## src/logic/carrierLoopPkg.sv

```systemverilog
// Shared loop types and constants; the lag limit must stay below 2^31 and the table holds one quarter wave
package carrierLoopPkg;

  // -------------------
  // Widths
  localparam int errWidth    = 8;
  localparam int accWidth    = 40;
  localparam int freqWidth   = 32;
  localparam int sampleWidth = 18;
  localparam int tableBits   = 6;
  localparam int mixLatency  = 4;

  // Register map, byte addresses
  typedef enum logic [11:0] {
    ctrlReg     = 12'h000,
    gainReg     = 12'h004,
    limitReg    = 12'h008,
    lockReg     = 12'h00C,
    lagReadReg  = 12'h010,
    freqReadReg = 12'h014,
    statusReg   = 12'h018
  } regAddr_e;

  typedef struct packed {
    regAddr_e    addr;
    logic [31:0] data;
    logic [3:0]  byteWe;
  } regBus_t;

  typedef struct packed {
    logic        invertError;
    logic        zeroError;
    logic [4:0]  leadExp;
    logic [4:0]  lagExp;
    logic [31:0] limit;
    logic [15:0] lockCount;
    logic [7:0]  syncThreshold;
  } loopConfig_t;

  typedef enum logic {
    searching,
    locked
  } lockState_e;

  typedef struct packed {
    logic signed [sampleWidth-1:0] i;
    logic signed [sampleWidth-1:0] q;
  } iqSample_t;

  // -------------------
  // Quarter-wave sine, 131071 * sin(2*pi*k/256)
  localparam logic [sampleWidth-2:0] tablePeak = 131071;
  localparam logic [sampleWidth-2:0] sineTable [2**tableBits] = '{
    0, 3217, 6431, 9642, 12847, 16044, 19232, 22408,
    25571, 28718, 31848, 34958, 38048, 41115, 44156, 47172,
    50159, 53115, 56040, 58931, 61786, 64605, 67384, 70123,
    72819, 75472, 78079, 80639, 83151, 85612, 88022, 90379,
    92681, 94928, 97117, 99248, 101319, 103329, 105277, 107162,
    108982, 110736, 112423, 114043, 115594, 117076, 118487, 119826,
    121094, 122288, 123409, 124456, 125427, 126323, 127143, 127886,
    128553, 129141, 129652, 130085, 130440, 130716, 130913, 131032
  };

endpackage

```

## src/logic/lockDetector.sv

```systemverilog
// Lock detector; state flips only when the up/down counter wraps, so lockCount sets the hysteresis
`timescale 1ns/1ps

module lockDetector import carrierLoopPkg::*; (
  input  logic                clk,
  input  logic                reset,
  input  logic                symEn,
  input  logic [errWidth-1:0] phaseError,
  input  loopConfig_t         cfg,
  input  logic                clearAccum,
  output lockState_e          lockState
);

  logic [errWidth-1:0] absError;
  logic [15:0]         lockCounter;
  logic [16:0]         lockPlus;
  logic [16:0]         lockMinus;

  // Magnitude of the raw error, -128 reads as 128
  assign absError  = phaseError[errWidth-1] ? ~phaseError + 1'b1 : phaseError;
  assign lockPlus  = {1'b0, lockCounter} + 17'd1;
  assign lockMinus = {1'b0, lockCounter} - 17'd1;

  always_ff @(posedge clk) begin
    if (reset) begin
      lockCounter <= '0;
      lockState   <= searching;
    end else if (clearAccum) begin
      lockCounter <= cfg.lockCount;
    end else if (symEn) begin
      if (absError > cfg.syncThreshold) begin
        // Bad symbol
        if (lockMinus[16]) begin
          lockState   <= searching;
          lockCounter <= cfg.lockCount;
        end else begin
          lockCounter <= lockMinus[15:0];
        end
      end else if (lockPlus[16]) begin
        lockState   <= locked;
        lockCounter <= cfg.lockCount;
      end else begin
        lockCounter <= lockPlus[15:0];
      end
    end
  end

endmodule

```

## config.mk

```make
export PLATFORM = sky130hd
export DESIGN_NAME = lockDetector
export DESIGN_NICKNAME = d
export VERILOG_FILES = /design/src/logic/carrierLoopPkg.sv /design/src/logic/lockDetector.sv
export SDC_FILE = /design/constraint.sdc
export NUM_CORES = 1
export LEC_CHECK = 0
export BUFFER_PORTS_ARGS = -buffer_cell sky130_fd_sc_hd__clkbuf_2
export CORE_MARGIN = 1
export CORE_UTILIZATION = 47
export DETAILED_ROUTE_END_ITERATION = 10
export PLACE_DENSITY = 0.86
export SYNTH_ARGS = -nofsm -noshare
export SYNTH_HDL_FRONTEND = slang
export SYNTH_SLANG_ARGS = --single-unit
```

## constraint.sdc

```tcl
create_clock -name clk -period 2.6 [get_ports clk]
set_input_delay 0.26 -clock clk [delete_from_list [all_inputs] [get_ports clk]]
set_output_delay 0.26 -clock clk [all_outputs]
set_load 0.05 [all_outputs]
```

Word level (Yosys, flattened, before mapping)
Index checks and enable logic that the tools add are counted.
- equal/unequal tests: 1
- multiplexer cells: 9
- add/sub/neg operators: 3
- magnitude comparators: 1
- reduce and logical (&&, ||, !) cells: 3
- bitwise gates (word level): 2
- operator list (operator ; number):
    $mux W16 ; 5
    $add A16 B1 Y17 const B ; 1
    $sub A16 B1 Y17 const B ; 1
    $add A8 B1 Y8 const B ; 1
    $gt A8 B8 Y1 ; 1
    $mux W8 ; 1
    $not A8 Y8 ; 1
    $reduce_and A4 Y1 ; 1
    $reduce_bool A2 Y1 ; 2
    $mux W1 ; 3
    $ne A2 B2 Y1 const B ; 1
    $not A1 Y1 ; 1
- bits of input ports: 80
- logic and storage cells: 21
- output and inout bits: 1
- register bits: 17

Depth between registers and ports, before layout
- depth after elaboration: 7
- gate-level depth with buffers: 14

Worst setup path after synthesis
No wires, ideal clock.
- path type: input to register
- start: input phaseError[1]
- end: register lockCounter[9]
- library setup time: 64 ps
- slack: -129 ps
- stages on the path: 11
- arrival: 2665 ps
- path through: or3_1 nand2_1 xnor2_1 ha_1 and3_4 a221oi_2 o221a_2 nor2_1 buf_6 or4_1 nand4_1
- cells in the longest elaborated chain, start to end: 7
- RTL lines (element ; RTL line ; source):
    from (decl) ; lockDetector.sv:8 ; input logic [errWidth-1:0] phaseError,
    $not A8 Y8 ; lockDetector.sv:20 ; assign absError = phaseError[errWidth-1] ? ~phaseError + 1'b1 : phaseError;
    $add A8 B1 Y8 ; lockDetector.sv:20 ;
    $mux W8 * ; lockDetector.sv:20 ;
    $gt A8 B8 Y1 * ; lockDetector.sv:31 ; if (absError > cfg.syncThreshold) begin
    $mux W16 * ; lockDetector.sv:31 ;
    $mux W16 * ; lockDetector.sv:30 ; end else if (symEn) begin
    $mux W16 * ; lockDetector.sv:28 ; end else if (clearAccum) begin
    to (signal assigned) ; lockDetector.sv:29 ; lockCounter <= cfg.lockCount;
    to (signal assigned) ; lockDetector.sv:35 ; lockCounter <= cfg.lockCount;
    to (signal assigned) ; lockDetector.sv:37 ; lockCounter <= lockMinus[15:0];
    to (decl) ; lockDetector.sv:15 ; logic [15:0] lockCounter;
Every way passes the cells marked *; elsewhere a longest branch is shown, timed or not. The select of a mux whose other input is x is not followed.
A chain may end at the register's enable or synchronous reset.

Worst setup path after layout
- start: input phaseError[0]
- end: register lockCounter[2]
The elaborated chain is that of the path after synthesis.

==> reports/qor.yml <==
status: "complete, but fails checks"
failed_checks: "setup timing"
setup_viol_count_final: 5
antenna_found_initial: 0
hold_depth: 3
syn_area_per_cell_um2: 7.16
grt_pass1_wl_um: 13400
ff2ff_path_depth: 6
wl_per_cell_um: 18.5
critPathArrivalTime_ns: 2.80
yosysUniqueCellTypes: 67
combPwrFrac_pct: 53.3
p_int_uw: 683
fin_nets: 501
rsz0062_at_grt: "true"
synthTopCellsByCount: "nor2_1, a21oi_1, nand2_1"
ir_drop_uv: 204
fp.dieW_um: 74.4
hold_violations: 0
synth_top_area_share_pct: 13.8
worstMarginPinSlew_ns: 0.544
pwr-share-clk_pct: 18.4
switching_share_pct: 43.0
relSlewSlack_pct: 63.4
endpoint_kind: "flip-flop"
top_level_ports: 81
synthCells: 344
timing.fmax_ghz: 0.383
ys_seq_area_share_pct: 13.8
drt_wl_total_um: 8820
drive_gt1_share_pct: 33.3
vias: 3136
place_area_um2: 3010
area_growth_syn_to_layout_pct: 32.6
fin_ws_ns: -0.0132
drc_errors: 0
first_global_vias: 2814
ys.flop_type: "dfxtp_1"
synth_top_area_cell: "dfxtp_1"
yosysWarningCount: 0
dp.cells: 469
root_buffer: "clkbuf_8"
min_period_ns: 2.61
p_per_area_nw_per_um2: 367
synthArstFlopShare_pct: 0
fin_cells: 476
syn_nets: 435
design.die.area_um2: 5530
synth_area_leaders: "dfxtp_1, ha_1, a21oi_1, xnor2_1, nor2_1"
cts_tree: "done"
drt-vias-per-instance: 6.59
critPathMaxFanout: 4
crit_type: "primary input to flip-flop"
drtIter0Drc: 452
synth-edff-count: 0
cts-buffers-inserted: 3
grt-ovfl-total: 0
fin_hold_ws_ns: 0.248
start_util_pct: 50.5
die_h_um: 74.4
core_um2: 4880
synth_area_um2: 2460
skew_ns: 0.0112
ant_nets: 0
io_buffers: 36
p_switching_uw: 516
required_ns: 2.79
p_leak_nw: 1.30
place_congestion: 1.01
ys_ff_latch: 17
fin_total_pwr_mw: 1.20
drtPass1Iterations: 5
hold_class: "primary input to flip-flop"
rows: 25
clockBufferDepth: 2
tns_ns: -0.0350
antenna_cells: 0
start_kind: "primary input"
clkSinkCount: 17
stdcell_area_um2: 3260
slew_viol_final: 0
yosysMostFrequentCell: "nor2_1"
hpwl_um: 6270
maxCapViolCount: 0
seqPwrFrac_pct: 28.3
clock_latency_ns: 0.27
grt_max_degree: 22
clk_pin_slew_ns: 0.09
period_share_pct: 101
cts_htree_levels: 1
track_usage_pct: 31.7
cell type report:
cell class	instances	area (um2)
Multi-Input combinational cell	276	2070
Fill cell	420	1620
Timing Repair Buffer	92	647
Sequential cell	17	340
Tap cell	67	83.8
Inverter	20	75.1
Clock buffer	3	41.3
Clock inverter	1	5.00
sequential cells by signal (all words and copies together) (netlist names):
name / count
lockCounter: 16
lockState: 1
per-layer routing:
layer / routed length [um] / GRT usage, % / vias to the layer above
met5: 0 / 0 / -
met4: 254 / 11.9 / 0
met3: 769 / 4.88 / 32
met2: 4240 / 54.9 / 185
met1: 3550 / 39.3 / 1463
li1: - / - / 1456
timing repair:
item | in CTS | in global routing
buffers inserted | 1 | 2
hold buffers | 0 | 0
pin swaps | 1 | 21
gates resized for setup | 3 | 31
setup endpoints to repair | 8 | 16
stage by stage:
| stage | setup slack (ns) | utilization (%) |
|---|---|---|
| global route | -0.126 | 66.9 |
| CTS | -0.0460 | 63.1 |
| floorplan | -0.00224 | - |
| global placement | -0.277 | 61.6 |
| detailed placement | -0.403 | 61.6 |
| finish | -0.0132 | 66.9 |
kinds of logic (layout without fill, tap and decap cells):
kind of cell / after synthesis / count (layout) / synth area share, %
and+or+nand+nor: 139 / 139 / 33.0
AOI/OAI and AO/OA: 104 / 104 / 30.2
buffers and inverters: 51 / 116 / 9.50
xor gates and xnor gates: 20 / 20 / 7.11
DFF: 17 / 17 / 13.8
adders and majority gates: 11 / 11 / 5.59
muxes: 2 / 2 / 0.813
layout by cell type (no fill, tap or decap), types with 3 or more instances in the layout:
cell type / count
o21ai_0: 11
a31oi_1: 6
nor3_1: 13
xor2_1: 7
xnor2_1: 12
clkbuf_8: 3
and2_1: 3
clkbuf_2: 35
ha_1: 10
and3_1: 5
nor4_2: 3
o31ai_1: 8
a21oi_1: 20
nor4_1: 11
o2111ai_1: 4
o21ai_1: 3
or3_1: 3
o211ai_1: 6
a21oi_2: 4
nand4_1: 12
inv_1: 18
buf_4: 50
buf_6: 5
or4_1: 5
nand2_1: 21
a22oi_1: 5
nor2_1: 27
nand2b_1: 3
dfxtp_1: 17
nand3_1: 11
power by group through the flow:
stage	Sequential [mW]	Clock, mW	Combinational [mW]
2_1_floorplan	0.303	0	0.400
3_3_place_gp	0.340	0	0.538
3_5_place_dp	0.341	0	0.554
4_1_cts	0.335	0.220	0.568
5_1_grt	0.343	0.233	0.684
6_report	0.339	0.221	0.639
critical path, stage by stage:
cell,delay (ns)
buf_6,0.09
or3_4,0.42
nand2_4,0.09
xnor2_2,0.11
ha_1,0.26
and3_4,0.19
a221oi_4,0.34
o221a_4,0.29
nor3_2,0.08
buf_4,0.16
a221o_1,0.34
o22ai_1,0.16
final timing paths:
kind / from / endpoint / slack, ns
hold / removal: cfg[17] / lockCounter[9] / 0.25
setup reg to reg: lockCounter[1] / lockCounter[5] / 0.24
setup / recovery: phaseError[0] / lockCounter[2] / -0.01
hold reg to reg: lockState / lockState / 0.50
(Power assumes the default switching activity.)
