$ cat src/logic/carrierLoopPkg.sv
// Shared loop types and constants; the lag limit must stay below 2^31 and the table holds one quarter wave
package carrierLoopPkg;

  // -------------------
  // Widths
  localparam int errWidth    = 8;
  localparam int accWidth    = 40;
  localparam int freqWidth   = 32;
  localparam int sampleWidth = 18;
  localparam int tableBits   = 6;
  localparam int mixLatency  = 4;

  // Register map, byte addresses
  typedef enum logic [11:0] {
    ctrlReg     = 12'h000,
    gainReg     = 12'h004,
    limitReg    = 12'h008,
    lockReg     = 12'h00C,
    lagReadReg  = 12'h010,
    freqReadReg = 12'h014,
    statusReg   = 12'h018
  } regAddr_e;

  typedef struct packed {
    regAddr_e    addr;
    logic [31:0] data;
    logic [3:0]  byteWe;
  } regBus_t;

  typedef struct packed {
    logic        invertError;
    logic        zeroError;
    logic [4:0]  leadExp;
    logic [4:0]  lagExp;
    logic [31:0] limit;
    logic [15:0] lockCount;
    logic [7:0]  syncThreshold;
  } loopConfig_t;

  typedef enum logic {
    searching,
    locked
  } lockState_e;

  typedef struct packed {
    logic signed [sampleWidth-1:0] i;
    logic signed [sampleWidth-1:0] q;
  } iqSample_t;

  // -------------------
  // Quarter-wave sine, 131071 * sin(2*pi*k/256)
  localparam logic [sampleWidth-2:0] tablePeak = 131071;
  localparam logic [sampleWidth-2:0] sineTable [2**tableBits] = '{
    0, 3217, 6431, 9642, 12847, 16044, 19232, 22408,
    25571, 28718, 31848, 34958, 38048, 41115, 44156, 47172,
    50159, 53115, 56040, 58931, 61786, 64605, 67384, 70123,
    72819, 75472, 78079, 80639, 83151, 85612, 88022, 90379,
    92681, 94928, 97117, 99248, 101319, 103329, 105277, 107162,
    108982, 110736, 112423, 114043, 115594, 117076, 118487, 119826,
    121094, 122288, 123409, 124456, 125427, 126323, 127143, 127886,
    128553, 129141, 129652, 130085, 130440, 130716, 130913, 131032
  };

endpackage

$ cat src/logic/derotator.sv
// Complex derotator; input capture plus three multiplier stages, results scaled by 2^-17 and truncated
`timescale 1ns/1ps

module derotator import carrierLoopPkg::*; (
  input  logic                          clk,
  input  logic                          reset,
  input  logic                          symEn,
  input  logic                          sym2xEn,
  input  iqSample_t                     iqIn,
  input  logic signed [sampleWidth-1:0] cosine,
  input  logic signed [sampleWidth-1:0] sine,
  output iqSample_t                     iqOut,
  output logic                          symEnDly,
  output logic                          sym2xEnDly
);

  iqSample_t                       iqReg;
  logic signed [sampleWidth-1:0]   cosReg, sinReg;
  logic signed [2*sampleWidth-1:0] iCos, qSin, qCos, iSin;
  logic signed [2*sampleWidth:0]   iSum, qSum;
  logic [mixLatency-1:0]           symSr, sym2xSr;

  // Multiply by the conjugate phasor
  always_ff @(posedge clk) begin
    iqReg  <= iqIn;
    cosReg <= cosine;
    sinReg <= sine;
    iCos   <= iqReg.i * cosReg;
    qSin   <= iqReg.q * sinReg;
    qCos   <= iqReg.q * cosReg;
    iSin   <= iqReg.i * sinReg;
    iSum   <= iCos + qSin;
    qSum   <= qCos - iSin;
    iqOut.i <= iSum[2*sampleWidth-2 : sampleWidth-1];
    iqOut.q <= qSum[2*sampleWidth-2 : sampleWidth-1];
  end

  // Strobes ride alongside the samples
  always_ff @(posedge clk) begin
    if (reset) begin
      symSr   <= '0;
      sym2xSr <= '0;
    end else begin
      symSr   <= {symSr[mixLatency-2:0], symEn};
      sym2xSr <= {sym2xSr[mixLatency-2:0], sym2xEn};
    end
  end

  assign symEnDly   = symSr[mixLatency-1];
  assign sym2xEnDly = sym2xSr[mixLatency-1];

endmodule

$ cat config.mk
export PLATFORM = sky130hd
export DESIGN_NAME = derotator
export DESIGN_NICKNAME = d
export VERILOG_FILES = /design/src/logic/carrierLoopPkg.sv /design/src/logic/derotator.sv
export SDC_FILE = /design/constraint.sdc
export NUM_CORES = 2
export LEC_CHECK = 0
export BUFFER_PORTS_ARGS = -buffer_cell sky130_fd_sc_hd__buf_2
export CORE_ASPECT_RATIO = 1.5
export CORE_MARGIN = 4
export CORE_UTILIZATION = 65
export CTS_BUF_LIST = sky130_fd_sc_hd__clkbuf_4
export CTS_CLUSTER_DIAMETER = 80
export DETAILED_ROUTE_END_ITERATION = 7
export GPL_TIMING_DRIVEN = 0
export PLACE_DENSITY_LB_ADDON = 0.15
export SLEW_MARGIN = 25
export SYNTH_ARGS = -nofsm -noshare
export SYNTH_HDL_FRONTEND = slang
export SYNTH_SLANG_ARGS = --single-unit
$ cat constraint.sdc
create_clock -name clk -period 17.2 [get_ports clk]
set_input_delay 4.3 -clock clk [delete_from_list [all_inputs] [get_ports clk]]
set_output_delay 4.3 -clock clk [all_outputs]
set_load 0.01 [all_outputs]
* After elaboration in Yosys (flattened, before gate mapping)
Cells that the tools add are included.
** Storage, ports and cells
- Output and inout bits :: 38
- Flip-flop bits (word level) :: 326
- Word-level logic and storage cells :: 20
- Input bits :: 76
** Cells by class
- $add $sub $neg :: 2
- Multipliers :: 4
** Operator list (count)
- multiplier 18 x 18 -> 35 bit :: 4
- adder 35 bit :: 1
- subtractor 35 bit :: 1

* Logic depth before layout (Yosys ltp)
- Depth after elaboration :: 1
- Mapped depth :: 27
- Depth with buffers taken out :: 24

* Worst setup path before layout
No wires, ideal clock.
- Path kind :: reg-to-reg
- Start :: register iqReg[17] (netlist name)
- End :: register qCos[34]
- Required time :: 17.128 ns
- Arrival :: 6.397 ns
- Setup slack :: 10.730 ns
- Period minus slack after synthesis :: 6.470 ns
- Cell stages (with the launch flop) :: 26
- Path buffers :: 3
- Setup time :: 0.072 ns
- Cells stage by stage :: dfxtp_1 > clkbuf_1 > clkbuf_1 > nand2_1 > fa_1 > inv_1 > fa_1 > inv_1 > fa_1 > inv_1 > fa_1 > fa_1 > inv_1 > fa_1 > inv_1 > ha_1 > buf_6 > a21o_1 > a21o_1 > a21o_1 > a2111oi_4 > o31ai_1 > a2111oi_2 > o21bai_1 > a21oi_1 > xnor2_1
** On the way
- Cells in the longest elaborated chain, start to end :: 1
** Ends and longest elaborated chain
- start: declaration :: line derotator.sv:17 : iqSample_t iqReg;
- start signal: assignment :: line derotator.sv:25 : iqReg <= iqIn;
- multiplier 18 x 18 -> 35 bit :: line derotator.sv:30 : qCos <= iqReg.q * cosReg;
- end signal: assignment :: line derotator.sv:30
- end: declaration :: line derotator.sv:19 : logic signed [2*sampleWidth-1:0] iCos, qSin, qCos, iSin;
No other way between the ends.
A chain may end at the register's enable or synchronous reset.

* Worst setup path in the final report
- Start :: register iqReg[16] (netlist name)
- End :: register qSin[33]
** On the way
- Cells in the longest elaborated chain, start to end :: 1
** Ends and longest elaborated chain
- multiplier 18 x 18 -> 35 bit :: line derotator.sv:29 : qSin <= iqReg.q * sinReg;
- end signal: assignment :: line derotator.sv:29
- end: declaration :: line derotator.sv:19
No other way between the ends.

==> metrics <==
Syn Area/Cell=just over 9 um^2; WL/cell=~27 um; sequential share of the synthesized area=10.43%; final net count=about 8000; failing checks=design-rule violations; IO buf count=between 100 and 150; Hold WC Path Type=reg2reg; Hold Buf Count CTS=0; top post-synthesis cells by area=fa_1, dfxtp_1, inv_1; Setup crit end kind=register; top cells by count, synth=inv_1, fa_1, nand2_1; leading area contributor after synthesis=fa_1; H-tree depth=3; Die Area=just over 90000 um^2; CTS tree=built; Critical-path top delay cell=clkbuf_1; reg2reg path depth=24; # IOs=114; total CTS buffers=72; synthesized flop and latch total=roughly 300; syn_nets=between 7000 and 8000; Reg clk slew, reported paths=~0.070 ns; CTS Root Cell=clkbuf_4; Clk Latency, worst-skew pair=approximately 0.99 ns; initial antenna violation count=28; crit path time final=between 8 and 9 ns; PostCTS Resize Cnt=0; Setup Buffers After CTS=0; critical path class=reg2reg; number of DRC markers in iteration 0=4311; Synth top area share=roughly 46%; die height=about 370 um; EDFF count, synth=0; total gr overflow=0; vias in the first global route=46112; unrepaired setup endpoints after global routing=false; gr usage total=approximately 45%; First-pass DRT Iterations=8; Max Cap Viol=0; Worst Tran Pin Value=around 1.4 ns; DRC Markers=8; Max Fclk=115.1 MHz; row count=about 130; Slew Limit Fails=0; Area Overhead vs Synth=5.702%; Starting Density=between 60% and 70%; crit share post-route=50.52%; most frequent CP cell=fa_1; WL final=around 200000 um; Vias=43549; share of layout cells above drive strength 1=between 5 and 6%; Antenna Nets Post-Route=0; setup violation total in the final timing report=0; Req. time, crit path=18.04 ns; Yosys warnings=0; status=complete, but fails checks; largest net degree at the start of global routing=12; endpoints failing hold=0; worst clock skew=just under 0.08 ns; Die X=247.8 um; Longest Clk Path Bufs=3; Critical Path, Cell by Cell=clkbuf_1 > clkbuf_1 > nand2_1 > fa_1 > inv_1 > fa_1 > inv_1 > fa_1 > fa_1 > inv_1 > fa_1 > inv_1 > fa_1 > inv_1 > ha_1 > clkbuf_1 > nand3_1 > nor3_1 > nand2_1 > o32ai_1 > nor4_1 > o41a_1 > o21ai_1 > xor2_1; Post-DP HPWL=about 150000 um; count of cell types in the netlist=73; Hold Path Cell Cnt=0; Crit path largest cell delay=0.93 ns; via/cell ratio=a little under 6; Fin Setup TNS=0 ns; Max-slew headroom=6.643%; R2R setup slack=around 8.5 ns; count leader, synth=inv_1; CTS sink count=a little under 300; Syn Inst Count=between 6000 and 7000; Top FF cell, synth=dfxtp_1; first-pass GRT wire length=~290000 um; cell area after synthesis=~56000 um^2; ys async rst share=0%; Worst EP arrival=9.53 ns; Core Util, Final=69.53%; crit path max fanout=10; Final Wtd Congestion=around 1.1; CORE AREA=around 85000 um^2; Critical Path Start Type=register
per-layer routing:
metal / track usage, % / up-vias / part of all wire, %
li1: - / 17920 / -
met1: 52.43 / 21838 / 33
met2: 65.33 / 2831 / 43
met3: 14.85 / 950 / 12
met4: 39.63 / 10 / 12
met5: 0.9804 / - / 0.087
per-stage QoR:
| stage | setup slack [ns] | cells | area, um^2 | hold slack (ns) |
|---|---|---|---|---|
| after floorplan | 10.73 | 6001 | 56060 | 0.3096 |
| after global placement | 8.742 | 7244 | 58040 | 0.3095 |
| after detailed placement | 8.828 | 7246 | 58130 | 0.3121 |
| after CTS | 8.700 | 7374 | 59090 | 0.2502 |
| after global routing | 8.309 | 7382 | 59160 | 0.2865 |
| final | 8.510 | 7421 | 59260 | 0.2462 |
registers in the layout (all words and copies together), names as in the netlist:
signal	flops
symSr	4
qSin	35
iSin	35
cosReg	18
iSum	18
iqOut	36
qCos	35
sinReg	18
iqReg	36
sym2xSr	4
qSum	18
iCos	35
cell usage in the layout (no fill, tap or decap), types with 4 or more instances in the layout:
cell and instances:
bufinv_16 4, nand2b_1 42, or3_1 7, o21a_1 25, nand2_1 678, a211oi_1 17
a31oi_1 9, o31a_1 4, nor2b_1 30, o211ai_1 10, a21oi_1 132, a211o_1 5
a21o_1 46, and3_1 11, a21boi_0 4, clkinv_1 18, o31ai_1 10, and2_1 625
clkbuf_2 65, buf_2 116, dfxtp_1 292, a2111oi_0 4, clkbuf_4 97, clkinv_2 5
nor2_1 130, nand3_1 25, o21bai_1 16, nor3_1 31, nand4_1 16, diode_2 45
xor2_1 53, clkbuf_1 208, or2_2 4, ha_1 430, o21ai_0 76, inv_1 1504
xnor2_1 131, fa_1 1292
worst max-delay path, delay by kind of cell, from the launching register on:
family,cells,cell delay (ns)
fa+ha+maj,7,3.35
buf+inv,8,2.23
compound gates,3,1.37
simple gates,5,1.12
flops,1,0.31
xor+xnor,1,0.18
cell type report:
cell class,count,area [um^2]
Multi-Input combinational cell,3925,43510
Clock inverter,31,235.2
Timing Repair Buffer,117,618.1
Antenna cell,45,112.6
Tap cell,1130,1414
Fill cell,6620,25970
Clock buffer,97,728.2
Sequential cell,292,5846
Buffer,279,1147
Inverter,1505,5649
cells by family (layout without fill, tap and decap cells):
logic type,after synthesis,after routing,synth area share [%]
AOI/OAI and AO/OA,403,403,4.649
adders and majority gates,1722,1722,55.73
xor gates and xnor gates,184,184,2.874
DFF,292,292,10.43
buffers and inverters,1784,2029,11.98
other,0,45,0
and+or+nand+nor,1616,1616,14.34
final timing paths:
check        startpoint         to
max           iqReg[16]   qSin[33]
min            iSum[34]  iqOut[35]
max reg2reg   iqReg[16]   qSin[33]
min reg2reg    iSum[34]  iqOut[35]
Power is not shown: default switching activity piles up to over one toggle a cycle in this logic, so the estimate is an artifact.
