===== config.mk =====
export PLATFORM = sky130hd
export DESIGN_NAME = carrierNco
export DESIGN_NICKNAME = d
export VERILOG_FILES = /design/src/logic/carrierLoopPkg.sv /design/src/logic/carrierNco.sv
export SDC_FILE = /design/constraint.sdc
export NUM_CORES = 1
export LEC_CHECK = 0
export ABC_AREA = 0
export BUFFER_PORTS_ARGS = -buffer_cell sky130_fd_sc_hd__buf_4
export CORE_MARGIN = 2
export CORE_UTILIZATION = 30
export DETAILED_ROUTE_END_ITERATION = 8
export GPL_TIMING_DRIVEN = 0
export PLACE_DENSITY = 0.52
export SKIP_CTS_REPAIR_TIMING = 1
export SYNTH_ARGS = -nofsm -noshare
export SYNTH_HDL_FRONTEND = slang
export SYNTH_SLANG_ARGS = --single-unit

===== constraint.sdc =====
create_clock -name clk -period 10.94 [get_ports clk]
set_input_delay 0 -clock clk [delete_from_list [all_inputs] [get_ports clk]]
set_output_delay 0 -clock clk [all_outputs]
set_load 0.02 [all_outputs]

===== src/logic/carrierLoopPkg.sv =====
// Shared loop types and constants; the lag limit must stay below 2^31 and the table holds one quarter wave
package carrierLoopPkg;

  // -------------------
  // Widths
  localparam int errWidth    = 8;
  localparam int accWidth    = 40;
  localparam int freqWidth   = 32;
  localparam int sampleWidth = 18;
  localparam int tableBits   = 6;
  localparam int mixLatency  = 4;

  // Register map, byte addresses
  typedef enum logic [11:0] {
    ctrlReg     = 12'h000,
    gainReg     = 12'h004,
    limitReg    = 12'h008,
    lockReg     = 12'h00C,
    lagReadReg  = 12'h010,
    freqReadReg = 12'h014,
    statusReg   = 12'h018
  } regAddr_e;

  typedef struct packed {
    regAddr_e    addr;
    logic [31:0] data;
    logic [3:0]  byteWe;
  } regBus_t;

  typedef struct packed {
    logic        invertError;
    logic        zeroError;
    logic [4:0]  leadExp;
    logic [4:0]  lagExp;
    logic [31:0] limit;
    logic [15:0] lockCount;
    logic [7:0]  syncThreshold;
  } loopConfig_t;

  typedef enum logic {
    searching,
    locked
  } lockState_e;

  typedef struct packed {
    logic signed [sampleWidth-1:0] i;
    logic signed [sampleWidth-1:0] q;
  } iqSample_t;

  // -------------------
  // Quarter-wave sine, 131071 * sin(2*pi*k/256)
  localparam logic [sampleWidth-2:0] tablePeak = 131071;
  localparam logic [sampleWidth-2:0] sineTable [2**tableBits] = '{
    0, 3217, 6431, 9642, 12847, 16044, 19232, 22408,
    25571, 28718, 31848, 34958, 38048, 41115, 44156, 47172,
    50159, 53115, 56040, 58931, 61786, 64605, 67384, 70123,
    72819, 75472, 78079, 80639, 83151, 85612, 88022, 90379,
    92681, 94928, 97117, 99248, 101319, 103329, 105277, 107162,
    108982, 110736, 112423, 114043, 115594, 117076, 118487, 119826,
    121094, 122288, 123409, 124456, 125427, 126323, 127143, 127886,
    128553, 129141, 129652, 130085, 130440, 130716, 130913, 131032
  };

endpackage


===== src/logic/carrierNco.sv =====
// Phase-accumulator NCO; 256 points per cycle from a quarter-wave table, outputs lag phase by one clock
`timescale 1ns/1ps

module carrierNco import carrierLoopPkg::*; (
  input  logic                          clk,
  input  logic                          reset,
  input  logic [freqWidth-1:0]          freqWord,
  output logic signed [sampleWidth-1:0] cosine,
  output logic signed [sampleWidth-1:0] sine
);

  logic [freqWidth-1:0]          freqReg;
  logic [freqWidth-1:0]          phase;
  logic [1:0]                    quadrant;
  logic [tableBits-1:0]          index;
  logic signed [sampleWidth-1:0] sinVal;
  logic signed [sampleWidth-1:0] cosVal;

  // Point 2**tableBits is the peak just past the table end
  function automatic logic [sampleWidth-2:0] quarterSine(input logic [tableBits:0] point);
    if (point[tableBits]) begin
      return tablePeak;
    end
    return sineTable[point[tableBits-1:0]];
  endfunction

  always_ff @(posedge clk) begin
    if (reset) begin
      freqReg <= '0;
      phase   <= '0;
    end else begin
      freqReg <= freqWord;
      phase   <= phase + freqReg;
    end
  end

  assign quadrant = phase[freqWidth-1 -: 2];
  assign index    = phase[freqWidth-3 -: tableBits];
  assign sinVal   = {1'b0, quarterSine({1'b0, index})};
  assign cosVal   = {1'b0, quarterSine((tableBits+1)'(2**tableBits) - {1'b0, index})};

  // --------------------
  // Quadrant folding
  always_ff @(posedge clk) begin
    case (quadrant)
      2'd0: begin
        cosine <= cosVal;
        sine   <= sinVal;
      end
      2'd1: begin
        cosine <= -sinVal;
        sine   <= cosVal;
      end
      2'd2: begin
        cosine <= -cosVal;
        sine   <= -sinVal;
      end
      default: begin
        cosine <= sinVal;
        sine   <= -cosVal;
      end
    endcase
  end

endmodule


## Word-level counts from Yosys, hierarchy flattened

Memories as Yosys holds them, arrays and structs flattened.
Index checks and enable logic that the tools add are counted.

| storage, ports and cells | value |
|---|---|
| flip-flop bits (word level) | 100 |
| bits in read-only memories | 2176 |
| input bits | 34 |
| output and inout bits | 36 |
| logic and storage cells | 26 |
| memories | 2 |

| cells by class | value |
|---|---|
| add/subtract/negate cells | 4 |
| order comparisons | 2 |
| eq/ne operators | 2 |
| mux-type cells | 9 |
| bitwise operators | 2 |
| reductions and logical operators | 1 |

Memories:

| memory | words | width | read ports | clocked after memory_dff | wr ports | line | source |
|---|---|---|---|---|---|---|---|
| (name not given) | 64 | 17 | 1 | 0 | 0 | carrierNco.sv:24 | `return sineTable[point[tableBits-1:0]];` |
| (name not given) | 64 | 17 | 1 | 0 | 0 | carrierNco.sv:24 |  |

Operators with widths:

| operator | count |
|---|---|
| 18-bit case mux with 3 select lines | 2 |
| 17-bit 2-to-1 mux | 6 |
| 17-bit negator with 18-bit output | 2 |
| 32-bit adder | 1 |
| 7-bit >= comparator (second input constant) | 2 |
| 6-bit NOT with 7-bit output | 2 |
| 7-bit by 6-bit subtractor with 7-bit output (first input constant) | 1 |
| 2-bit by 1-bit == test with 1-bit output (second input constant) | 1 |
| 2-bit == test (second input constant) | 1 |
| 2-bit logical NOT | 1 |
| 1-bit 2-to-1 mux | 1 |

## Longest topological paths before layout

| logic depth | value |
|---|---|
| depth in word-level cells | 8 |
| mapped depth | 21 |
| gate-level depth less buffers | 16 |

## Worst setup path after synthesis

Ideal clock, no wire load.

| path | value |
|---|---|
| path kind | flip-flop to flip-flop |
| start point | reg phase[25] |
| end point | reg cosine[15] |
| setup time | 0.134 ns |
| data arrival time | 5.285 ns |
| data required time | 10.806 ns |
| setup slack | 5.521 ns |
| cell stages (with the launch flop) | 20 |
| path buffers | 6 |
| clock period less this slack | 5.419 ns |
| cell sequence | dfxtp_1 -> clkbuf_1 -> inv_1 -> ha_1 -> clkbuf_1 -> clkbuf_1 -> inv_1 -> ha_1 -> buf_2 -> clkinv_1 -> clkbuf_1 -> ha_1 -> mux4_2 -> o22ai_1 -> nand4_1 -> or4_1 -> buf_2 -> nor4_4 -> nor2_1 -> mux4_2 |

| between the ends | value |
|---|---|
| cells in the longest elaborated chain, start to end | 8 |
| elaborated cells on any way between the ends | 14 |
| classes of those cells | add/sub (3); mux (7); bitwise (2); memory (2) |

Ends and longest elaborated chain:

| what | line | source |
|---|---|---|
| from (decl) | carrierNco.sv:13 | `logic [freqWidth-1:0] phase;` |
| from (signal assigned) | carrierNco.sv:33 | `phase <= phase + freqReg;` |
| 7-bit by 6-bit subtractor with 7-bit output | carrierNco.sv:40 | `assign cosVal = {1'b0, quarterSine((tableBits+1)'(2**tableBits) - {1'b0, index})};` |
| 6-bit NOT with 7-bit output (not written as such) | carrierNco.sv:24 |  |
| memory 64 x 17 bit | -- |  |
| 17-bit 2-to-1 mux (not written as such) (2 in series) | carrierNco.sv:24 |  |
| 17-bit 2-to-1 mux | carrierNco.sv:24 |  |
| 17-bit negator with 18-bit output | carrierNco.sv:55 | `cosine <= -cosVal;` |
| 18-bit case mux with 3 select lines * | carrierNco.sv:45 | `case (quadrant)` |
| to (signal assigned) | carrierNco.sv:47 | `cosine <= cosVal;` |
| to (signal assigned) | carrierNco.sv:55 |  |
| to (signal assigned) | carrierNco.sv:59 | `cosine <= sinVal;` |
| to (decl) | carrierNco.sv:8 | `output logic signed [sampleWidth-1:0] cosine,` |

Mark *: on every way between the ends. The rest lies on a longest branch, timed or not. The select of a mux whose other input is x is not followed.
A chain may end at the register's enable or synchronous reset.

## Final worst setup path

| path | value |
|---|---|
| start point | reg phase[25] |
| end point | reg cosine[12] |

Same word-level chain as after synthesis.

==> impl_metrics.toml <==
[status]
status = "finished with violations"
violations = "hold timing"

[sta]
period_share_pct = 80.4
min_period_ps = 8790
hold_viol_final = 3
tns_ps = 0
rsz0062_at_grt = "false"
maxSlewViolCount = 0
finalClockSkew_ps = 11.5
max_freq_mhz = 114
finalSetupViolCount = 0
hold-worst-slack_ps = -8.88
setup_ws_ps = 2150
tightest_slew_ps = 1280
slew_headroom_pct = 13.6

[synth]
syn_area_mm2 = 0.00956
yosys.area.top_type = "dfxtp_1"
synth_adder_area_share_pct = 7.54
synth-edff-count = 0
synth_cell_type_count = 85
syn_inst = 1267
synth.avg_cell_area_um2 = 7.54
async_reset_ff_share_pct = 0
synth-simple-area-share_pct = 24.9
synth_xor_xnor_area_share_pct = 4.50
synth_top_area_share_pct = 20.9
yosys-mux-area-fraction_pct = 6.99
synth_warnings = 0
seq_area_frac_synth_pct = 20.9
synth_fp_nets = 1358
yosys-top-cells-area = "dfxtp_1 21%, ha_1 7.3%, a21oi_1 5.4%, nor2_1 5.1%, o21ai_0 4.4%"
ys.flop_type = "dfxtp_1"
synth_compound_area_share_pct = 29.4
synth_top_family_by_area = "compound AO/OA/AOI/OAI gates"
synth-seq-cells = 100

[clock_network]
root_buffer = "clkbuf_16"
numCtsBuffers = 9
clock_sinks = 100
clk_pin_slew_ps = 80
clock_latency_ps = 370
cts_buffer_depth = 2
h-tree-depth = 3
cts_tree = "yes"

[route]
ant_nets = 0
num_vias = 10900
wirelength_um = 43200
drtIter0Drc = 1275
via_per_inst = 6.10
wl_per_cell_um = 24.2
drc = 0
first_pass_iters = 5

[setup_path]
path_common_cell = "clkbuf_1"
crit_chain = "clkbuf_1, inv_1, ha_1, clkbuf_1, clkbuf_1, inv_1, ha_1, buf_2, buf_2, buf_2, clkbuf_1, nor3_1, nor4_1, a211o_1, ha_1, o2111ai_1, nor4b_1, nor2_1, mux4_2, a311oi_1"
cp.required_ps = 11210
critical_path_depth = 20
cp_slowest_cell = "nor4b_1"
critPathKind = "reg -> reg"
cp.arrival_ps = 9060
crit_buf_inv = 9
critPathMaxStageDelay_ps = 840
rr_worst_depth = 20
path_delay_family = "buffers and inverters"
critPathMaxFanout = 16
cp-start-kind = "register"
rrSetupSlack_ps = 2150
crit_path_end_kind = "register"

[floorplan]
die-area_mm2 = 0.0333
core_area_mm2 = 0.0315
die_x_um = 183
rows = 65
initial_core_util_pct = 30.4
ios = 70
die_y_um = 183

[cells_and_area]
n_fill_cell = 3351
drive_gt1_share_pct = 13.0
layout.nets = 1469
fin_util_pct = 35.6
area_growth_pct = 17.3
layout_commonest_cell = "nor2_1"
num_antenna_cells = 0
final_cell_mix = "130 x nor2_1, 106 x nand2_1, 104 x a21oi_1"

[power_and_ir_drop]
powerDensity_mw_per_mm2 = 230
leakage_nw = 4.49
irDropWorstVdd_mv = 0.108
total_power_mw = 2.58

[global_routing]
overflow = 0
grt_pass1_wl_um = 64600
grt_max_degree = 20
gr-usage-all-layers_pct = 25.5
grt_pass1_vias = 10200
antenna_found_initial = 0

[worst_hold_path]
whs_path_depth = 2
worstHoldPathType = "in -> reg"

[placed_design]
dp_slack_ps = 2630
portBuffers = 68
dp_hpwl_um = 32500
routabilityCongestion = 1.03

[run]
cap_violations = 0
[layout make-up]
class                      count  area [um2]  area share [%]
inverter                      25        93.8           0.837
tap                          402         503            4.48
buffer                       102         452            4.03
clock inverter                 7        97.6           0.870
timing repair buffer         100         831            7.41
multi-input combinational   1040        7010            62.5
clock buffer                   9         225            2.01
sequential                   100        2000            17.8
[path summary, 6_finish.rpt]
kind                                    to       from
worst max-delay path            cosine[12]  phase[25]
worst min-delay path              phase[0]      reset
worst max register to register  cosine[12]  phase[25]
worst min register to register    phase[0]   phase[0]
[per-stage QoR]
| step | hold WS, ps | instance area (um2) | instances |
|---|---|---|---|
| after floorplan | 128 | 9560 | 1267 |
| after global placement | 210 | 10600 | 1737 |
| after detailed placement | 215 | 10600 | 1737 |
| after CTS | -181 | 10900 | 1753 |
| after global routing | 29.1 | 11200 | 1785 |
| final | -8.88 | 11200 | 1785 |
[logic make-up after synthesis]
| family | Yosys count |
|---|---|
| fa+ha+maj | 57 |
| flops | 100 |
| mux | 47 |
| xor+xnor | 40 |
| compound gates | 422 |
| simple gates | 474 |
| buf+inv | 127 |
[synth_stat cells, drive strengths merged, types with 32 or more instances]
cell type	number
clkbuf	56
nand2	108
a21oi	104
buf	46
nor2	130
dfxtp	100
nor2b	56
o21ai	85
ha	56
nor3	32
[power by group]
| part | total (mW) | internal (mW) | switching (mW) |
|---|---|---|---|
| Combinational | 1.75 | 0.619 | 1.13 |
| Sequential | 0.494 | 0.456 | 0.0388 |
| Clock | 0.344 | 0.184 | 0.160 |
| Total | 2.58 | 1.26 | 1.33 |
[registers in the layout, summed over array words and instances (netlist names)]
| register | count |
|---|---|
| cosine | 18 |
| freqReg | 32 |
| phase | 32 |
| sine | 18 |
[layer usage]
metal / global-route usage (%) / vias up / share of wire, %
met2: 39.5 / 675 / 43
met3: 4.43 / 170 / 8.5
met4: 15.2 / 0 / 6.4
li1: - / 4912 / -
met1: 33.3 / 5123 / 42
met5: 0 / - / 0
Power figures use the tool's default switching activity.
