<file path="src/logic/carrierLoopPkg.sv">
// Shared loop types and constants; the lag limit must stay below 2^31 and the table holds one quarter wave
package carrierLoopPkg;

  // -------------------
  // Widths
  localparam int errWidth    = 8;
  localparam int accWidth    = 40;
  localparam int freqWidth   = 32;
  localparam int sampleWidth = 18;
  localparam int tableBits   = 6;
  localparam int mixLatency  = 4;

  // Register map, byte addresses
  typedef enum logic [11:0] {
    ctrlReg     = 12'h000,
    gainReg     = 12'h004,
    limitReg    = 12'h008,
    lockReg     = 12'h00C,
    lagReadReg  = 12'h010,
    freqReadReg = 12'h014,
    statusReg   = 12'h018
  } regAddr_e;

  typedef struct packed {
    regAddr_e    addr;
    logic [31:0] data;
    logic [3:0]  byteWe;
  } regBus_t;

  typedef struct packed {
    logic        invertError;
    logic        zeroError;
    logic [4:0]  leadExp;
    logic [4:0]  lagExp;
    logic [31:0] limit;
    logic [15:0] lockCount;
    logic [7:0]  syncThreshold;
  } loopConfig_t;

  typedef enum logic {
    searching,
    locked
  } lockState_e;

  typedef struct packed {
    logic signed [sampleWidth-1:0] i;
    logic signed [sampleWidth-1:0] q;
  } iqSample_t;

  // -------------------
  // Quarter-wave sine, 131071 * sin(2*pi*k/256)
  localparam logic [sampleWidth-2:0] tablePeak = 131071;
  localparam logic [sampleWidth-2:0] sineTable [2**tableBits] = '{
    0, 3217, 6431, 9642, 12847, 16044, 19232, 22408,
    25571, 28718, 31848, 34958, 38048, 41115, 44156, 47172,
    50159, 53115, 56040, 58931, 61786, 64605, 67384, 70123,
    72819, 75472, 78079, 80639, 83151, 85612, 88022, 90379,
    92681, 94928, 97117, 99248, 101319, 103329, 105277, 107162,
    108982, 110736, 112423, 114043, 115594, 117076, 118487, 119826,
    121094, 122288, 123409, 124456, 125427, 126323, 127143, 127886,
    128553, 129141, 129652, 130085, 130440, 130716, 130913, 131032
  };

endpackage

</file>
<file path="src/logic/loopRegs.sv">
// Register bank; unmatched addresses read zero, read-only registers drop writes, clear bit self-clears
`timescale 1ns/1ps

module loopRegs import carrierLoopPkg::*; (
  input  logic        clk,
  input  logic        reset,
  input  regBus_t     bus,
  input  logic [31:0] lagAccum,
  input  logic [31:0] freqWord,
  input  lockState_e  lockState,
  output loopConfig_t cfg,
  output logic        clearAccum,
  output logic [31:0] readData
);

  logic [31:0] writeWord;

  // Replace only the enabled byte lanes
  function automatic logic [31:0] mergeLanes(input logic [31:0] oldWord,
                                             input logic [31:0] newWord,
                                             input logic [3:0]  laneWe);
    logic [31:0] merged;
    merged = oldWord;
    for (int lane = 0; lane < 4; lane++) begin
      if (laneWe[lane]) begin
        merged[lane*8 +: 8] = newWord[lane*8 +: 8];
      end
    end
    return merged;
  endfunction

  // Readback doubles as the current image of each writable register
  always_comb begin
    case (bus.addr)
      ctrlReg:     readData = {30'd0, cfg.zeroError, cfg.invertError};
      gainReg:     readData = {19'd0, cfg.lagExp, 3'd0, cfg.leadExp};
      limitReg:    readData = cfg.limit;
      lockReg:     readData = {8'd0, cfg.syncThreshold, cfg.lockCount};
      lagReadReg:  readData = lagAccum;
      freqReadReg: readData = freqWord;
      statusReg:   readData = {31'd0, lockState};
      default:     readData = '0;
    endcase
  end

  assign writeWord = mergeLanes(readData, bus.data, bus.byteWe);

  always_ff @(posedge clk) begin
    if (reset) begin
      cfg        <= '0;
      clearAccum <= 1'b0;
    end else begin
      clearAccum <= 1'b0;
      if (|bus.byteWe) begin
        case (bus.addr)
          ctrlReg: begin
            cfg.invertError <= writeWord[0];
            cfg.zeroError   <= writeWord[1];
            clearAccum      <= bus.byteWe[0] & bus.data[2];
          end
          gainReg: begin
            cfg.leadExp <= writeWord[4:0];
            cfg.lagExp  <= writeWord[12:8];
          end
          limitReg: cfg.limit <= writeWord;
          lockReg: begin
            cfg.lockCount     <= writeWord[15:0];
            cfg.syncThreshold <= writeWord[23:16];
          end
          default: ;
        endcase
      end
    end
  end

endmodule

</file>
<file path="config.mk">
export PLATFORM = sky130hd
export DESIGN_NAME = loopRegs
export DESIGN_NICKNAME = d
export VERILOG_FILES = /design/src/logic/carrierLoopPkg.sv /design/src/logic/loopRegs.sv
export SDC_FILE = /design/constraint.sdc
export NUM_CORES = 1
export LEC_CHECK = 0
export ABC_AREA = 1
export BUFFER_PORTS_ARGS = -buffer_cell sky130_fd_sc_hd__buf_2
export CORE_UTILIZATION = 40
export CTS_CLUSTER_DIAMETER = 200
export CTS_CLUSTER_SIZE = 28
export DETAILED_ROUTE_END_ITERATION = 12
export PLACE_DENSITY = 0.68
export SYNTH_ARGS = -nofsm -noshare
export SYNTH_HDL_FRONTEND = slang
export SYNTH_SLANG_ARGS = --single-unit
</file>
<file path="constraint.sdc">
create_clock -name clk -period 2 [get_ports clk]
set_clock_uncertainty 0.05 [all_clocks]
set_input_delay 0.2 -clock clk [delete_from_list [all_inputs] [get_ports clk]]
set_output_delay 0.2 -clock clk [all_outputs]
set_load 0.02 [all_outputs]
</file>
---- Word-level counts from Yosys, hierarchy flattened ----
Cells that the tools add are included.
word-level totals
  register bits ........................... 69
  bits in latches ......................... 0
  memory bits (writable) .................. 0
  ROM bits ................................ 0
  bits of input ports ..................... 115
  output and inout port bits .............. 101
  word-level logic and storage cells ...... 29
  memories kept ........................... 0
cells by class
  add/subtract/negate cells ............... 0
  $mul .................................... 0
  div/mod/pow operators ................... 0
  $lt $le $gt $ge ......................... 0
  equality and inequality tests ........... 6
  shifts and indexed selects .............. 0
  mux-type cells .......................... 5
  bitwise operators ....................... 3
  reductions and logical operators ........ 7
operator list
  kind                   number
  $pmux W32 S7           1
  $eq A12 B5 Y1 const B  3
  $mux W8                4
  $eq A12 B4 Y1 const B  2
  $eq A12 B3 Y1 const B  1
  $logic_not A12 Y1      1
  $reduce_and A2 Y1      4
  $reduce_or A4 Y1       1
  $reduce_or A3 Y1       1
  $not A1 Y1             2
  $and A1 B1 Y1          1

---- Logic depth before layout (Yosys ltp) ----
  word-level depth ........................ 3
  mapped depth ............................ 13
  gate-level depth less buffers ........... 12

---- Worst setup path before layout ----
Ideal clock, no wire load.
  kind .................................... input port to output port
  from .................................... in bus[47] (netlist bit)
  to ...................................... out readData[10]
  arrival ................................. 1,499 ps
  data required time ...................... 1,750 ps
  setup slack ............................. 251 ps
  stages on the path ...................... 10
  path buffers ............................ 1
  cell sequence ........................... nor2_2 -> nand2_4 -> nor2_8 -> nand2_1 -> inv_2 -> nor2_1 -> nand3_2 -> inv_2 -> buf_6 -> nor2_1
between the ends
  word-level cells in the longest chain between the ends .. 2
  elaborated cells on any way between the ends .. 8
  those cells by class .................... eq/ne (6); mux (1); reduce/logical (1)
RTL lines
  item                                         line            source
  start: declaration                           loopRegs.sv:7   input regBus_t bus,
  $eq A12 B5 Y1, or another cell as far along  loopRegs.sv:34  case (bus.addr)
  $pmux W32 S7 *                               loopRegs.sv:34
  end: declaration                             loopRegs.sv:13  output logic [31:0] readData
Mark *: on every way between the ends. The rest lies on a longest branch, timed or not.

---- Worst setup path after layout ----
  from .................................... in bus[39] (netlist bit)
  to ...................................... out readData[0]
Same word-level chain as after synthesis.

==> results.md <==
| Result | Value |
|:---|:---|
| Max H-tree Level | 3 |
| Setup Total Neg Slack | 0 ns |
| Number of enable flip-flop cells after synthesis | 0 |
| Count of antenna diodes in the layout | 0 |
| Run status | finished, final reports clean |
| Initial detailed-routing violation count | 479 |
| Final design instance area without fill | 6410 um2 |
| Tightest Pin Transition | 0.439 ns |
| Layer with the highest usage after global routing | met2 |
| Final layout net count | 1101 |
| Period utilisation layout | 94.6% |
| GR met2 Demand/Resource | 49.9% |
| Type of the setup path with the least slack | input port to output pin |
| Final non-filler cell total | 1134 |
| Leading post-synthesis cells by cell area | sky130_fd_sc_hd__dfxtp_1, sky130_fd_sc_hd__nand2_1, sky130_fd_sc_hd__nand3_1 |
| Worst Setup Slack, final | 0.108 ns |
| CP startpoint kind | input port |
| Asr flop ratio synth | 0% |
| Number of clock sinks | 69 |
| Arrival time reported for the critical path endpoint | 1.64 ns |
| Type of destination of the critical path | output pin |
| Number of CTS-inserted buffers | 9 |
| RSZ-0062 raised after global routing | no |
| Total iterations of the first detailed-routing run | 5 |
| WL/cell | 15.5 um |
| Total leakage power | 3.54 nW |
| Time the final worst path needs with I/O delays and setup | 1.89 ns |
| Total count of hold-check failures in the final report | 0 |
| Post-synthesis cell count | 767 |
| Min-delay worst type | input port to register |
| Count of state elements after synthesis | 69 |
| Synthesized net count | 882 |
| Clock latency at the later pin of the worst-skew pair | 0.33 ns |
| Remaining antenna violation count | 0 |
| Count of final setup violators | 0 |
| Synthesized area divided by synthesized cell count | 6.18 um2 |
| Root buffer cell | sky130_fd_sc_hd__clkbuf_16 |
| CTS tree | done |
| Cell row count | 39 |
| Worst slack, placed | 0.132 ns |
| DIE AREA | 12300 um2 |
| Count of buffers from port buffering | 215 |
| Wire length of the first global-routing pass | 27700 um |
| Portion of the post-synthesis area used by sequential elements | 29.1% |
| Relative area change from synthesis to final layout | 35.3% |
| Maximum resistive drop on vdd | 0.360 mV |
| Clock Pin Slew Worst Setup and Hold Paths | 0.06 ns |
| DIE WIDTH | 111 um |
| Fraction of final layout cells with drive strength greater than 1 | 31.9% |
| Max-Slew Margin vs Limit | 70.7% |
| Yosys warnings | 0 |
| I/O pin count | 216 |
| Most used flip-flop cell after synthesis | sky130_fd_sc_hd__dfxtp_1 |
| Core footprint | 11500 um2 |
| Vias per cell | 5.26 |
| Most numerous cell in the Yosys netlist | sky130_fd_sc_hd__nand2_1 |
| Residual DRC | 0 |
| Antenna violations before repair | 0 |
| Cell accounting for the most synthesized area | sky130_fd_sc_hd__dfxtp_1 |
| Biggest fanout along the worst timing path | 6 |
| Max clock buf depth | 2 |
| Pin count of the biggest net entering global routing | 38 |
| Total power per unit cell area | 517 nW/um2 |
| Max-cap viol count | 0 |
| Filler Cell Count | 1179 |
| Critical path required time | 1.75 ns |
| Detailed Route WL | 17600 um |
| Fin. max-slew vios | 0 |
| Post-Route Utilization | 55.9% |
| Global routing usage on met3 | 6.40% |
| Total setup buffers inserted after CTS | 0 |
| Total grt overflow | 0 |
| Initial cell density of the core | 41.3% |
| Via count of the first global-routing pass | 5571 |
| Total routing usage reported by global routing | 28.1% |
| Detail Placement HPWL | 13200 um |
| Synthesized area | 4740 um2 |
| Total via count in the routed design | 5960 |
| Cell total after placement | 1118 |
| Chip Height | 111 um |
| Placed Area | 6100 um2 |
| RePlAce Congestion | 0.883 |
| Met1 Use GR | 33.4% |
| Count of different cell masters after synthesis | 31 |
| Area share of the largest cell type after synthesis | 29.1% |
| FMAX | 0.529 GHz |
| Top post-synthesis cells by count | sky130_fd_sc_hd__nand2_1, sky130_fd_sc_hd__nand3_1, sky130_fd_sc_hd__o21ai_0 |
## logic make-up (layout without fill, tap and decap cells)
group,after synthesis,count (layout),share of synthesized area [%]
and+or+nand+nor,379,379,37.1
DFF,69,69,29.1
buffers and inverters,134,358,12.6
AOI/OAI and AO/OA,185,185,21.1
## what timing repair did
| action | CTS | global route |
|---|---|---|
| hold buffers | 0 | 0 |
| endpoints found under the setup margin | 0 | 4 |
| resized for setup | 0 | 3 |
## metal layers
layer  share of wire, %  up-vias
met2                 48      289
met1                 42     2662
met3                8.2       27
met5                  0        -
met4                1.5        0
li1                   -     2982
## sequential cells by signal, indices dropped and copies added, names as in the netlist
signal and cells:
clearAccum 1, cfg 68
## path summary, 6_finish.rpt
check	slack, ns	end	depth (start not counted)	start
worst max-delay path	0.11	readData[0]	11	bus[39]
worst min-delay path	0.1	cfg[53]	3	bus[33]
worst max register to register	0.87	cfg[24]	6	cfg[61]
worst min register to register	0.50	cfg[51]	2	cfg[51]
## cell usage in the layout (no fill, tap or decap)
cell type | netlist | layout
sky130_fd_sc_hd__o211ai_1 | 1 | 1
sky130_fd_sc_hd__o221ai_1 | 4 | 4
sky130_fd_sc_hd__o21ai_1 | 2 | 2
sky130_fd_sc_hd__clkbuf_1 | 8 | 1
sky130_fd_sc_hd__dfxtp_1 | 69 | 69
sky130_fd_sc_hd__o21ai_0 | 87 | 87
sky130_fd_sc_hd__nor2_1 | 67 | 66
sky130_fd_sc_hd__buf_12 | 0 | 7
sky130_fd_sc_hd__nand2_2 | 0 | 2
sky130_fd_sc_hd__buf_2 | 21 | 215
sky130_fd_sc_hd__a21oi_1 | 72 | 72
sky130_fd_sc_hd__clkbuf_8 | 0 | 1
sky130_fd_sc_hd__o21a_1 | 4 | 4
sky130_fd_sc_hd__o2111ai_1 | 7 | 7
sky130_fd_sc_hd__nand3_2 | 1 | 1
sky130_fd_sc_hd__nand4_1 | 10 | 10
sky130_fd_sc_hd__nand2_1 | 153 | 151
sky130_fd_sc_hd__nor3b_1 | 1 | 1
sky130_fd_sc_hd__nand2_4 | 3 | 3
sky130_fd_sc_hd__nor2_2 | 4 | 5
sky130_fd_sc_hd__clkinv_2 | 1 | 2
sky130_fd_sc_hd__nor2_8 | 3 | 3
sky130_fd_sc_hd__a211oi_1 | 8 | 8
sky130_fd_sc_hd__nor3_1 | 1 | 1
sky130_fd_sc_hd__clkinvlp_4 | 0 | 1
sky130_fd_sc_hd__clkbuf_16 | 0 | 9
sky130_fd_sc_hd__clkinv_4 | 0 | 2
sky130_fd_sc_hd__bufinv_16 | 0 | 1
sky130_fd_sc_hd__nor2_4 | 4 | 4
sky130_fd_sc_hd__nand3_1 | 112 | 112
sky130_fd_sc_hd__clkinv_1 | 1 | 1
sky130_fd_sc_hd__inv_2 | 9 | 9
sky130_fd_sc_hd__inv_1 | 78 | 78
sky130_fd_sc_hd__or2_2 | 20 | 20
sky130_fd_sc_hd__buf_4 | 6 | 31
## through the flow
stage	power [W]	hold WS (ns)
3_5_place_dp	0.00172	0.446
5_1_grt	0.00344	0.117
6_report	0.00332	0.100
2_1_floorplan	0.00154	0.340
3_3_place_gp	0.00172	0.440
4_1_cts	0.00333	0.0989
## worst max-delay path, stage by stage
cell	delay, ns
sky130_fd_sc_hd__buf_2	0.12
sky130_fd_sc_hd__inv_1	0.08
sky130_fd_sc_hd__nor2_1	0.05
sky130_fd_sc_hd__nand2_1	0.07
sky130_fd_sc_hd__inv_1	0.08
sky130_fd_sc_hd__nand2_4	0.12
sky130_fd_sc_hd__clkinv_2	0.12
sky130_fd_sc_hd__buf_4	0.18
sky130_fd_sc_hd__a211oi_1	0.25
sky130_fd_sc_hd__nand4_1	0.17
sky130_fd_sc_hd__buf_2	0.20
## power by group
| part | internal, W | switching [W] | total [W] |
|---|---|---|---|
| Clock | 0.00100 | 0.000620 | 0.00162 |
| Sequential | 0.00137 | 0.000000431 | 0.00138 |
| Combinational | 0.000138 | 0.000183 | 0.000320 |
## area by class of cell
| type | count | area, um2 | area share (%) |
|---|---|---|---|
| multi-input cells | 564 | 2770 | 43.1 |
| repair buffers | 253 | 1450 | 22.6 |
| flip-flops and latches | 69 | 1380 | 21.5 |
| inverters | 89 | 335 | 5.23 |
| clock buffers | 11 | 243 | 3.78 |
| well taps | 143 | 179 | 2.79 |
| clock inverters | 5 | 60.1 | 0.936 |
No activity file was read; power rests on OpenSTA's default activity.
